[config.mk]
export PLATFORM = sky130hd
export DESIGN_NAME = tracking_loops
export DESIGN_NICKNAME = d
export VERILOG_FILES = /design/src/track_pkg.sv /design/src/dll.sv /design/src/fll.sv /design/src/isqrt.sv /design/src/track_ctrl.sv /design/src/tracking_loops.sv
export SDC_FILE = /design/constraint.sdc
export NUM_CORES = 2
export LEC_CHECK = 0
export BUFFER_PORTS_ARGS = -buffer_cell sky130_fd_sc_hd__buf_2
export CAP_MARGIN = 10
export CORE_MARGIN = 1.5
export CORE_UTILIZATION = 64
export CTS_BUF_LIST = sky130_fd_sc_hd__clkbuf_8
export DETAILED_ROUTE_END_ITERATION = 8
export PLACE_DENSITY = 0.94
export SYNTH_ARGS = -nofsm -noshare
export SYNTH_HDL_FRONTEND = slang
export SYNTH_SLANG_ARGS = --single-unit
[constraint.sdc]
create_clock -name clk -period 29 [get_ports clk]
set_input_delay 1.45 -clock clk [delete_from_list [all_inputs] [get_ports clk]]
set_output_delay 1.45 -clock clk [all_outputs]
set_load 0.05 [all_outputs]
[src/track_pkg.sv]
package track_pkg;

   ////////////////////
   // Widths
   ////////////////////

   localparam int I2Q2_W     = 32;
   localparam int IQ_W       = 16;
   localparam int ACC_W      = 16;
   localparam int W_DF_W     = 24;
   localparam int W_DF_DOT_W = 24;
   localparam int DOPPLER_W  = 24;
   localparam int CA_INC_W   = 24;

   ////////////////////
   // Channel records
   ////////////////////

   // One epoch of channel history, as handed over on the input handshake.
   typedef struct packed {
      logic        [I2Q2_W-1:0]     i2q2_early;
      logic        [I2Q2_W-1:0]     i2q2_prompt;
      logic        [I2Q2_W-1:0]     i2q2_late;
      logic        [IQ_W-1:0]       iq_prompt_km1;
      logic signed [ACC_W-1:0]      i_prompt_k;
      logic signed [ACC_W-1:0]      q_prompt_k;
      logic signed [ACC_W-1:0]      i_prompt_km1;
      logic signed [ACC_W-1:0]      q_prompt_km1;
      logic signed [W_DF_W-1:0]     w_df_k;
      logic signed [W_DF_DOT_W-1:0] w_df_dot_k;
   } epoch_t;

   // Loop outputs returned to the channel history.
   typedef struct packed {
      logic        [IQ_W-1:0]       iq_prompt_k;
      logic signed [DOPPLER_W-1:0]  doppler_inc;
      logic signed [W_DF_W-1:0]     w_df_kp1;
      logic signed [W_DF_DOT_W-1:0] w_df_dot_kp1;
      logic        [CA_INC_W-1:0]   ca_dphi;
   } result_t;

   // New frequency state from the FLL.
   typedef struct packed {
      logic signed [DOPPLER_W-1:0]  doppler_inc;
      logic signed [W_DF_W-1:0]     w_df;
      logic signed [W_DF_DOT_W-1:0] w_df_dot;
   } fll_out_t;

   ////////////////////
   // Default gains
   ////////////////////

   // Loop gains are powers of two, given as right shifts.
   localparam int unsigned FLL_SHIFT     = 8;
   localparam int unsigned DOT_SHIFT     = 12;
   localparam int unsigned DOPPLER_SHIFT = 4;
   localparam int unsigned DLL_SHIFT     = 2;
   localparam int unsigned AID_SHIFT     = 6;

   // Nominal C/A code phase increment per epoch.
   localparam logic [CA_INC_W-1:0] CA_NOMINAL = 24'h200000;

endpackage

[src/dll.sv]
`timescale 1ns/1ps

module dll import track_pkg::*; #(
   parameter int unsigned          DLL_SHIFT  = track_pkg::DLL_SHIFT,
   parameter int unsigned          AID_SHIFT  = track_pkg::AID_SHIFT,
   parameter logic [CA_INC_W-1:0]  CA_NOMINAL = track_pkg::CA_NOMINAL
) (
   input  logic                     clk,
   input  logic                     rst,
   input  logic                     start,
   input  logic [IQ_W-1:0]          iq_early,
   input  logic [IQ_W-1:0]          iq_late,
   input  logic signed [W_DF_W-1:0] w_df_kp1,
   output logic                     done,
   output logic [CA_INC_W-1:0]      ca_dphi
);

   localparam int DISC_W = IQ_W + 1;

   logic [1:0]                 vld;
   logic signed [DISC_W-1:0]   disc;
   logic signed [DISC_W-1:0]   disc_q;
   logic signed [W_DF_W-1:0]   aid_q;
   logic signed [CA_INC_W-1:0] disc_ext;

   always_ff @(posedge clk) begin
      if (rst) begin
         vld <= '0;
      end else begin
         vld <= {vld[0], start};
      end
   end

   assign done = vld[1];

   ////////////////////
   // Stage 1
   ////////////////////

   // Early minus late needs one bit more so the sign survives.
   assign disc = $signed({1'b0, iq_early}) - $signed({1'b0, iq_late});

   // Carrier aiding scales the new FLL frequency down to code rate.
   always_ff @(posedge clk) begin
      disc_q <= disc >>> DLL_SHIFT;
      aid_q  <= w_df_kp1 >>> AID_SHIFT;
   end

   ////////////////////
   // Stage 2
   ////////////////////

   assign disc_ext = CA_INC_W'(disc_q);

   // Sum wraps at the NCO width.
   always_ff @(posedge clk) begin
      ca_dphi <= CA_NOMINAL + disc_ext + CA_INC_W'(aid_q);
   end

endmodule

[src/fll.sv]
`timescale 1ns/1ps

module fll import track_pkg::*; #(
   parameter int unsigned FLL_SHIFT     = track_pkg::FLL_SHIFT,
   parameter int unsigned DOT_SHIFT     = track_pkg::DOT_SHIFT,
   parameter int unsigned DOPPLER_SHIFT = track_pkg::DOPPLER_SHIFT
) (
   input  logic                         clk,
   input  logic                         rst,
   input  logic                         start,
   input  logic signed [ACC_W-1:0]      i_k,
   input  logic signed [ACC_W-1:0]      q_k,
   input  logic signed [ACC_W-1:0]      i_km1,
   input  logic signed [ACC_W-1:0]      q_km1,
   input  logic signed [W_DF_W-1:0]     w_df_k,
   input  logic signed [W_DF_DOT_W-1:0] w_df_dot_k,
   output logic                         done,
   output fll_out_t                     res
);

   localparam int PROD_W  = 2 * ACC_W;
   localparam int CROSS_W = PROD_W + 1;

   logic [2:0]                   vld;
   logic signed [PROD_W-1:0]     prod_a;
   logic signed [PROD_W-1:0]     prod_b;
   logic signed [CROSS_W-1:0]    cross_q;
   logic signed [CROSS_W-1:0]    cross_f;
   logic signed [CROSS_W-1:0]    cross_d;
   logic signed [W_DF_W-1:0]     w_df_n;
   logic signed [W_DF_DOT_W-1:0] w_df_dot_n;

   // Valid bit follows each epoch through the three stages.
   always_ff @(posedge clk) begin
      if (rst) begin
         vld <= '0;
      end else begin
         vld <= {vld[1:0], start};
      end
   end

   assign done = vld[2];

   ////////////////////
   // Discriminator
   ////////////////////

   // Stage 1. Products of the previous and current prompt samples.
   always_ff @(posedge clk) begin
      prod_a <= i_km1 * q_k;
      prod_b <= q_km1 * i_k;
   end

   // Stage 2. The cross product is proportional to the phase advance.
   always_ff @(posedge clk) begin
      cross_q <= prod_a - prod_b;
   end

   ////////////////////
   // Loop update
   ////////////////////

   // Loop state wraps modulo its width.
   always_comb begin
      cross_f    = cross_q >>> FLL_SHIFT;
      cross_d    = cross_q >>> DOT_SHIFT;
      w_df_n     = w_df_k + cross_f[W_DF_W-1:0];
      w_df_dot_n = w_df_dot_k + cross_d[W_DF_DOT_W-1:0];
   end

   // Stage 3.
   always_ff @(posedge clk) begin
      res.w_df        <= w_df_n;
      res.w_df_dot    <= w_df_dot_n;
      res.doppler_inc <= DOPPLER_W'(w_df_n >>> DOPPLER_SHIFT);
   end

endmodule

[src/isqrt.sv]
`timescale 1ns/1ps

module isqrt import track_pkg::*; (
   input  logic              clk,
   input  logic              rst,
   input  logic              start,
   input  logic [I2Q2_W-1:0] radicand,
   output logic              done,
   output logic [IQ_W-1:0]   root
);

   localparam int REM_W = IQ_W + 2;
   localparam int CNT_W = $clog2(IQ_W);

   logic             busy;
   logic [CNT_W-1:0] count;
   logic [I2Q2_W-1:0] rad_q;
   logic [REM_W-1:0] rem_q;
   logic [IQ_W-1:0]  root_q;
   logic [REM_W+1:0] rem_shift;
   logic [REM_W+1:0] trial;
   logic [REM_W+1:0] diff;
   logic             fits;

   ////////////////////
   // Digit step
   ////////////////////

   // Bring down the next two radicand bits and try a 1 in the next root bit.
   always_comb begin
      rem_shift = {rem_q, rad_q[I2Q2_W-1 -: 2]};
      trial     = {2'b00, root_q, 2'b01};
      diff      = rem_shift - trial;
      fits      = (rem_shift >= trial);
   end

   ////////////////////
   // Sequencing
   ////////////////////

   always_ff @(posedge clk) begin
      if (rst) begin
         busy  <= 1'b0;
         count <= '0;
         done  <= 1'b0;
      end else begin
         done <= 1'b0;
         if (start) begin
            busy  <= 1'b1;
            count <= '0;
         end else if (busy) begin
            count <= count + 1'b1;
            // Last root bit settles on this edge.
            if (count == CNT_W'(IQ_W - 1)) begin
               busy <= 1'b0;
               done <= 1'b1;
            end
         end
      end
   end

   // Remainder never exceeds 2*root, so REM_W bits hold it.
   always_ff @(posedge clk) begin
      if (start) begin
         rad_q  <= radicand;
         rem_q  <= '0;
         root_q <= '0;
      end else if (busy) begin
         rad_q <= {rad_q[I2Q2_W-3:0], 2'b00};
         if (fits) begin
            rem_q  <= diff[REM_W-1:0];
            root_q <= {root_q[IQ_W-2:0], 1'b1};
         end else begin
            rem_q  <= rem_shift[REM_W-1:0];
            root_q <= {root_q[IQ_W-2:0], 1'b0};
         end
      end
   end

   assign root = root_q;

   // The controller must wait for done before the next operand.
   a_no_restart: assert property (@(posedge clk) disable iff (rst) start |-> !busy)
      else $error("isqrt started while busy");

endmodule

[src/track_ctrl.sv]
`timescale 1ns/1ps

module track_ctrl import track_pkg::*; (
   input  logic                     clk,
   input  logic                     rst,
   input  logic                     in_req,
   output logic                     in_ack,
   input  epoch_t                   epoch,
   output logic                     res_req,
   input  logic                     res_ack,
   output result_t                  result,
   output logic                     sqrt_start,
   input  logic                     sqrt_done,
   input  logic [IQ_W-1:0]          iq_early,
   input  logic [IQ_W-1:0]          iq_prompt,
   input  logic [IQ_W-1:0]          iq_late,
   output logic                     fll_start,
   input  logic                     fll_done,
   input  fll_out_t                 fll_res,
   output logic                     dll_start,
   input  logic                     dll_done,
   input  logic [CA_INC_W-1:0]      ca_dphi,
   output epoch_t                   ep,
   output logic [IQ_W-1:0]          iq_early_q,
   output logic [IQ_W-1:0]          iq_late_q,
   output logic signed [W_DF_W-1:0] w_df_kp1_q
);

   typedef enum logic [2:0] {IDLE, ROOT, FLL, DLL, REPORT, RELEASE} state_t;

   state_t                state;
   logic                  accept;
   logic [IQ_W-1:0]       iq_prompt_q;
   fll_out_t              fll_q;
   logic [CA_INC_W-1:0]   ca_q;

   // New epoch only once the previous result handshake is back to idle.
   assign accept = (state == IDLE) && in_req && !in_ack;

   ////////////////////
   // Sequencer
   ////////////////////

   always_ff @(posedge clk) begin
      if (rst) begin
         state      <= IDLE;
         in_ack     <= 1'b0;
         res_req    <= 1'b0;
         sqrt_start <= 1'b0;
         fll_start  <= 1'b0;
         dll_start  <= 1'b0;
      end else begin
         sqrt_start <= 1'b0;
         fll_start  <= 1'b0;
         dll_start  <= 1'b0;
         // Input side closes on its own once the source lets go.
         if (in_ack && !in_req) begin
            in_ack <= 1'b0;
         end
         case (state)
            IDLE: begin
               if (accept) begin
                  in_ack     <= 1'b1;
                  sqrt_start <= 1'b1;
                  state      <= ROOT;
               end
            end
            ROOT: begin
               if (sqrt_done) begin
                  fll_start <= 1'b1;
                  state     <= FLL;
               end
            end
            // DLL needs the new frequency for aiding.
            FLL: begin
               if (fll_done) begin
                  dll_start <= 1'b1;
                  state     <= DLL;
               end
            end
            DLL: begin
               if (dll_done) begin
                  res_req <= 1'b1;
                  state   <= REPORT;
               end
            end
            REPORT: begin
               if (res_ack) begin
                  res_req <= 1'b0;
                  state   <= RELEASE;
               end
            end
            RELEASE: begin
               if (!res_ack) begin
                  state <= IDLE;
               end
            end
            default: state <= IDLE;
         endcase
      end
   end

   ////////////////////
   // Result registers
   ////////////////////

   always_ff @(posedge clk) begin
      if (accept) begin
         ep <= epoch;
      end
      if (state == ROOT && sqrt_done) begin
         iq_early_q  <= iq_early;
         iq_prompt_q <= iq_prompt;
         iq_late_q   <= iq_late;
      end
      if (state == FLL && fll_done) begin
         fll_q <= fll_res;
      end
      if (state == DLL && dll_done) begin
         ca_q <= ca_dphi;
      end
   end

   assign w_df_kp1_q = fll_q.w_df;

   always_comb begin
      result.iq_prompt_k  = iq_prompt_q;
      result.doppler_inc  = fll_q.doppler_inc;
      result.w_df_kp1     = fll_q.w_df;
      result.w_df_dot_kp1 = fll_q.w_df_dot;
      result.ca_dphi      = ca_q;
   end

   ////////////////////
   // Checks
   ////////////////////

   // Each unit answers at its fixed latency, so no start is left outstanding.
   a_sqrt_once: assert property (@(posedge clk) disable iff (rst)
      sqrt_start |-> ##(IQ_W + 1) sqrt_done)
      else $error("sqrt_done did not follow sqrt_start at its fixed latency");
   a_fll_once: assert property (@(posedge clk) disable iff (rst)
      fll_start |-> ##3 fll_done)
      else $error("fll_done did not follow fll_start at its fixed latency");
   a_dll_once: assert property (@(posedge clk) disable iff (rst)
      dll_start |-> ##2 dll_done)
      else $error("dll_done did not follow dll_start at its fixed latency");

   // Result is held until the sink takes it.
   a_res_hold: assert property (@(posedge clk) disable iff (rst)
      res_req && !res_ack |=> res_req && $stable(result))
      else $error("res_req dropped or result changed before res_ack");

endmodule

[src/tracking_loops.sv]
`timescale 1ns/1ps

module tracking_loops import track_pkg::*; #(
   parameter int unsigned         FLL_SHIFT     = track_pkg::FLL_SHIFT,
   parameter int unsigned         DOT_SHIFT     = track_pkg::DOT_SHIFT,
   parameter int unsigned         DOPPLER_SHIFT = track_pkg::DOPPLER_SHIFT,
   parameter int unsigned         DLL_SHIFT     = track_pkg::DLL_SHIFT,
   parameter int unsigned         AID_SHIFT     = track_pkg::AID_SHIFT,
   parameter logic [CA_INC_W-1:0] CA_NOMINAL    = track_pkg::CA_NOMINAL
) (
   input  logic    clk,
   input  logic    rst,
   input  logic    in_req,
   output logic    in_ack,
   input  epoch_t  epoch,
   output logic    res_req,
   input  logic    res_ack,
   output result_t result
);

   logic                     sqrt_start;
   logic                     sqrt_done;
   logic                     done_early;
   logic                     done_prompt;
   logic                     done_late;
   logic [IQ_W-1:0]          iq_early;
   logic [IQ_W-1:0]          iq_prompt;
   logic [IQ_W-1:0]          iq_late;
   logic                     fll_start;
   logic                     fll_done;
   fll_out_t                 fll_res;
   logic                     dll_start;
   logic                     dll_done;
   logic [CA_INC_W-1:0]      ca_dphi;
   epoch_t                   ep;
   logic [IQ_W-1:0]          iq_early_q;
   logic [IQ_W-1:0]          iq_late_q;
   logic signed [W_DF_W-1:0] w_df_kp1_q;

   track_ctrl u_ctrl (
      .clk, .rst, .in_req, .in_ack, .epoch, .res_req, .res_ack, .result,
      .sqrt_start, .sqrt_done, .iq_early, .iq_prompt, .iq_late,
      .fll_start, .fll_done, .fll_res, .dll_start, .dll_done, .ca_dphi,
      .ep, .iq_early_q, .iq_late_q, .w_df_kp1_q
   );

   ////////////////////
   // Magnitudes
   ////////////////////

   // All three roots start together and take the same cycle count.
   isqrt root_early (.clk, .rst, .start(sqrt_start), .radicand(ep.i2q2_early),
                     .done(done_early), .root(iq_early));
   isqrt root_prompt (.clk, .rst, .start(sqrt_start), .radicand(ep.i2q2_prompt),
                      .done(done_prompt), .root(iq_prompt));
   isqrt root_late (.clk, .rst, .start(sqrt_start), .radicand(ep.i2q2_late),
                    .done(done_late), .root(iq_late));

   assign sqrt_done = done_early & done_prompt & done_late;

   ////////////////////
   // Loops
   ////////////////////

   fll #(.FLL_SHIFT(FLL_SHIFT), .DOT_SHIFT(DOT_SHIFT), .DOPPLER_SHIFT(DOPPLER_SHIFT)) u_fll (
      .clk, .rst, .start(fll_start),
      .i_k(ep.i_prompt_k), .q_k(ep.q_prompt_k),
      .i_km1(ep.i_prompt_km1), .q_km1(ep.q_prompt_km1),
      .w_df_k(ep.w_df_k), .w_df_dot_k(ep.w_df_dot_k),
      .done(fll_done), .res(fll_res)
   );

   dll #(.DLL_SHIFT(DLL_SHIFT), .AID_SHIFT(AID_SHIFT), .CA_NOMINAL(CA_NOMINAL)) u_dll (
      .clk, .rst, .start(dll_start),
      .iq_early(iq_early_q), .iq_late(iq_late_q), .w_df_kp1(w_df_kp1_q),
      .done(dll_done), .ca_dphi
   );

endmodule

==> summary.txt <==
Status
  • Outcome: complete, no violations

Clocking
  • CTS tree: yes
  • Worst-case clock buffer depth: 3
  • Clk slew on worst S/H paths: 60 ps
  • Clk root buf: clkbuf_8
  • Total CTS buffers: 120
  • H-tree depth: 3
  • Setup Buffers After CTS: 0
  • Clk_lat worst skew: 770 ps
  • CTS resizes: 0
  • Clock sinks: 751
  • Hold_buf cts: 0

Timing
  • Max-slew violations: 0
  • Slew HR: 17.3%
  • RSZ-0062 raised after global routing: false
  • Period minus WS final: 7430 ps
  • Setup-failing EPs final: 0
  • Final worst slack: 21570 ps
  • Setup Skew: 64.2 ps
  • Fin crit share: 25.6%
  • Slew @ Worst Pin: 1210 ps
  • Max Freq: 135 MHz
  • Fin Hold WS: 387 ps
  • Setup TNS Final: 0 ps
  • Endpoints failing hold: 0

Critical path
  • Startpoint types: flop
  • Crit path max-delay family: adder cells
  • CP cell instances: nand2_1 -> inv_1 -> fa_1 -> fa_1 -> fa_1 -> fa_1 -> fa_1 -> inv_1 -> fa_1 -> inv_1 -> ha_1 -> and3_1 -> nand2_1 -> a2111oi_0 -> o2111ai_1 -> a31oi_1 -> o21a_1 -> nor2_1 -> xnor2_1
  • CP max stage delay: 1020 ps
  • R2r worst-path depth: 19
  • Worst setup EP type: flop
  • Buf/Inv on CP: 3
  • Req. time, crit path: 29640 ps
  • Critical path class: flop to flop
  • Setup slack, reg-to-reg: 21570 ps
  • Origin of the critical flop-to-flop path: u_ctrl.ep[82]
  • Worst path slowest cell: a2111oi_0
  • Crit path arrival time: 8070 ps
  • Worst path most repeated cell: fa_1
  • CP max FO: 16
  • FF-to-FF End: u_fll.prod_a[31]

GRT
  • Vias in the first global route: 36303
  • Largest net degree at the start of global routing: 162
  • GR Util All Layers: 28.0%
  • Initial antenna violation count: 20
  • Total grt overflow: 0
  • Global-route wire length before repair: 180000 um

Yosys
  • Area leader, netlist: edfxtp_1
  • Async S/R FF share, synth: 0%
  • Seq/Total Area, Yosys: 38.4%
  • Mux cell area share after synthesis: 3.71%
  • Synth warn: 0
  • Post-Syn Area per Cell: 11.1 um^2
  • Syn Nets: 5642
  • Post-Synth Simple-Gate Area: 10.8%
  • Post-Synth Adder-Cell Area: 29.7%
  • Post-Synthesis Cells: 4537
  • Synth Area in Compound Gates: 7.13%
  • Synth area leaders: edfxtp_1 (25%), fa_1 (21%), dfxtp_1 (13%), ha_1 (8.7%), inv_1 (5.4%)
  • Synth top area share: 25.3%
  • Main combinational cell family by area after synthesis: adder cells
  • Post-synth EDFFs: 424
  • Post-Synth XOR/XNOR Area: 3.59%
  • Number of synthesized register bits: 751
  • Ys flop type: edfxtp_1
  • Netlist cell types: 83
  • Mapped Area: 50300 um^2

Layout
  • Nets: 5954
  • Area grow syn2layout: 9.75%
  • Fillcell total: 5180
  • Post-Route Utilization: 71.1%
  • Share of cells above drive strength 1: 12.5%

Place
  • IO Port Bufs: 325
  • GP Congestion: 0.915
  • Final HPWL DP: 82200 um
  • Pre-CTS setup slack: 21780 ps

Drt
  • Remaining antenna violation count after routing: 0
  • Starting DRC count in detailed routing: 2487
  • Residual DRC count: 0
  • DRT Pass-1 Iters: 7
  • DR vias: 34131
  • WL final: 112000 um
  • Via density: 5.68
  • WL per Instance: 18.6 um

Run
  • Maxcap violations: 0

Hold path
  • Hold Path End: u_ctrl.result[32]
  • WHS Path Cells: 0
  • Min-delay worst type: flop to flop
  • Min-delay src: u_fll.res[8]

Floorplanning
  • Cell Rows: 102
  • Die H: 283 um
  • Effective utilization at floorplan: 64.8%
  • Ports: 342
  • Die ar.: 80200 um^2
  • Die X: 283 um
  • Core area: 77600 um^2
[worst max path at each step]
stage,from,depth (start not counted),slack (ps),end
after floorplan,in_req,2,6620,u_ctrl.ep[0]
after global placement,u_ctrl.ep[79],19,22090,u_fll.prod_a[31]
after detailed placement,u_ctrl.ep[82],19,21780,u_fll.prod_a[31]
after CTS,u_ctrl.ep[82],19,21770,u_fll.prod_a[31]
after global routing,u_ctrl.ep[82],19,21380,u_fll.prod_a[31]
final,u_ctrl.ep[82],19,21570,u_fll.prod_a[31]
[cells by family after synthesis]
kind of cell / after synthesis
simple gates: 1117
compound gates: 534
other cells: 1
mux: 175
fa+ha+maj: 877
buf+inv: 876
flops: 751
xor+xnor: 206
[metal layers]
layer  share of wire [%]  up-vias  track usage [%]
met1                  37    16856             32.7
met4                 4.8        2             13.7
met5               0.012        -                0
li1                    -    15521                -
met2                  52     1366             50.1
met3                 6.0      386             4.32
[synth_stat cells (all sizes together), types with 12 or more instances]
library cell and number:
mux2 91, a31oi 18, and2 261, a2111oi 13, nand3 39, nand4 18
or3 13, nand2b 37, o21bai 14, o21a 42, a211oi 55, xor2 48
o21ai 77, and3 13, o31ai 12, a21oi 152, o211ai 16, nand2 331
inv 729, nor2 281, nor4 15, a21o 60, nor3 42, mux2i 84
ha 350, clkbuf 112, nor2b 35, buf 35, xnor2 158, edfxtp 424
dfxtp 327, fa 527
[sequential cells by signal (all words and copies together) (netlist names), 18 cells and up]
signal	count
root_late.rad_q	32
u_fll.prod_a	32
u_fll.res	48
u_fll.prod_b	32
u_dll.ca_dphi	24
root_late.rem_q	18
root_prompt.rem_q	18
u_ctrl.ep	208
u_ctrl.result	24
u_fll.cross_q	25
u_ctrl.w_df_kp1_q	24
u_dll.aid_q	18
root_prompt.rad_q	32
root_early.rad_q	32
root_early.rem_q	18
u_ctrl.ca_q	24
[stage by stage]
step           area [um^2]  cells
3_5_place_dp         52700   5766
3_3_place_gp         52700   5766
5_1_grt              55200   6010
4_1_cts              55100   5993
2_1_floorplan        50300   4537
6_report             55200   6011
[worst register-to-register path, stage by stage, from the launching register on]
cell	delay, ps
edfxtp_1	770
nand2_1	210
inv_1	130
fa_1	560
fa_1	900
fa_1	530
fa_1	520
fa_1	510
inv_1	50
fa_1	470
inv_1	40
ha_1	340
and3_1	230
nand2_1	120
a2111oi_0	1020
o2111ai_1	270
a31oi_1	310
o21a_1	160
nor2_1	50
xnor2_1	120
[placed cells by master (no fill, tap or decap), types with 10 or more instances in the layout]
master,instances
o31ai_1,11
o21bai_1,14
mux2_2,91
o21a_1,42
diode_2,17
a2111oi_0,12
ha_1,350
buf_2,325
nand4_1,18
a21oi_1,150
clkinv_1,15
a31oi_1,17
nand2b_1,37
or3_1,13
fa_1,527
buf_4,10
o21ai_1,17
clkinv_2,13
mux2i_1,84
o21ai_0,59
o211ai_1,16
nor4_1,13
xor2_1,48
inv_1,779
dfxtp_1,323
a21o_1,60
xnor2_1,158
and2_1,261
nand3_1,39
edfxtp_1,424
nor2_1,280
nor2b_1,35
and3_1,12
nor3_1,42
a211oi_1,55
nand2_1,331
clkbuf_8,134
[area by class of cell]
class                      count  area [um^2]  share of cell area, %
clock buffer                 134         1840                   3.34
sequential                   751        19300                   35.0
tap                         1040         1300                   2.36
timing repair buffer         337         1740                   3.16
antenna                       17         42.5                 0.0771
inverter                     729         2740                   4.96
multi-input combinational   2910        27600                   50.1
clock inverter                93          599                   1.09
Power is left out: the tool's default activity adds up to more than one toggle a clock period on the data nets, which glitch-free logic cannot reach.
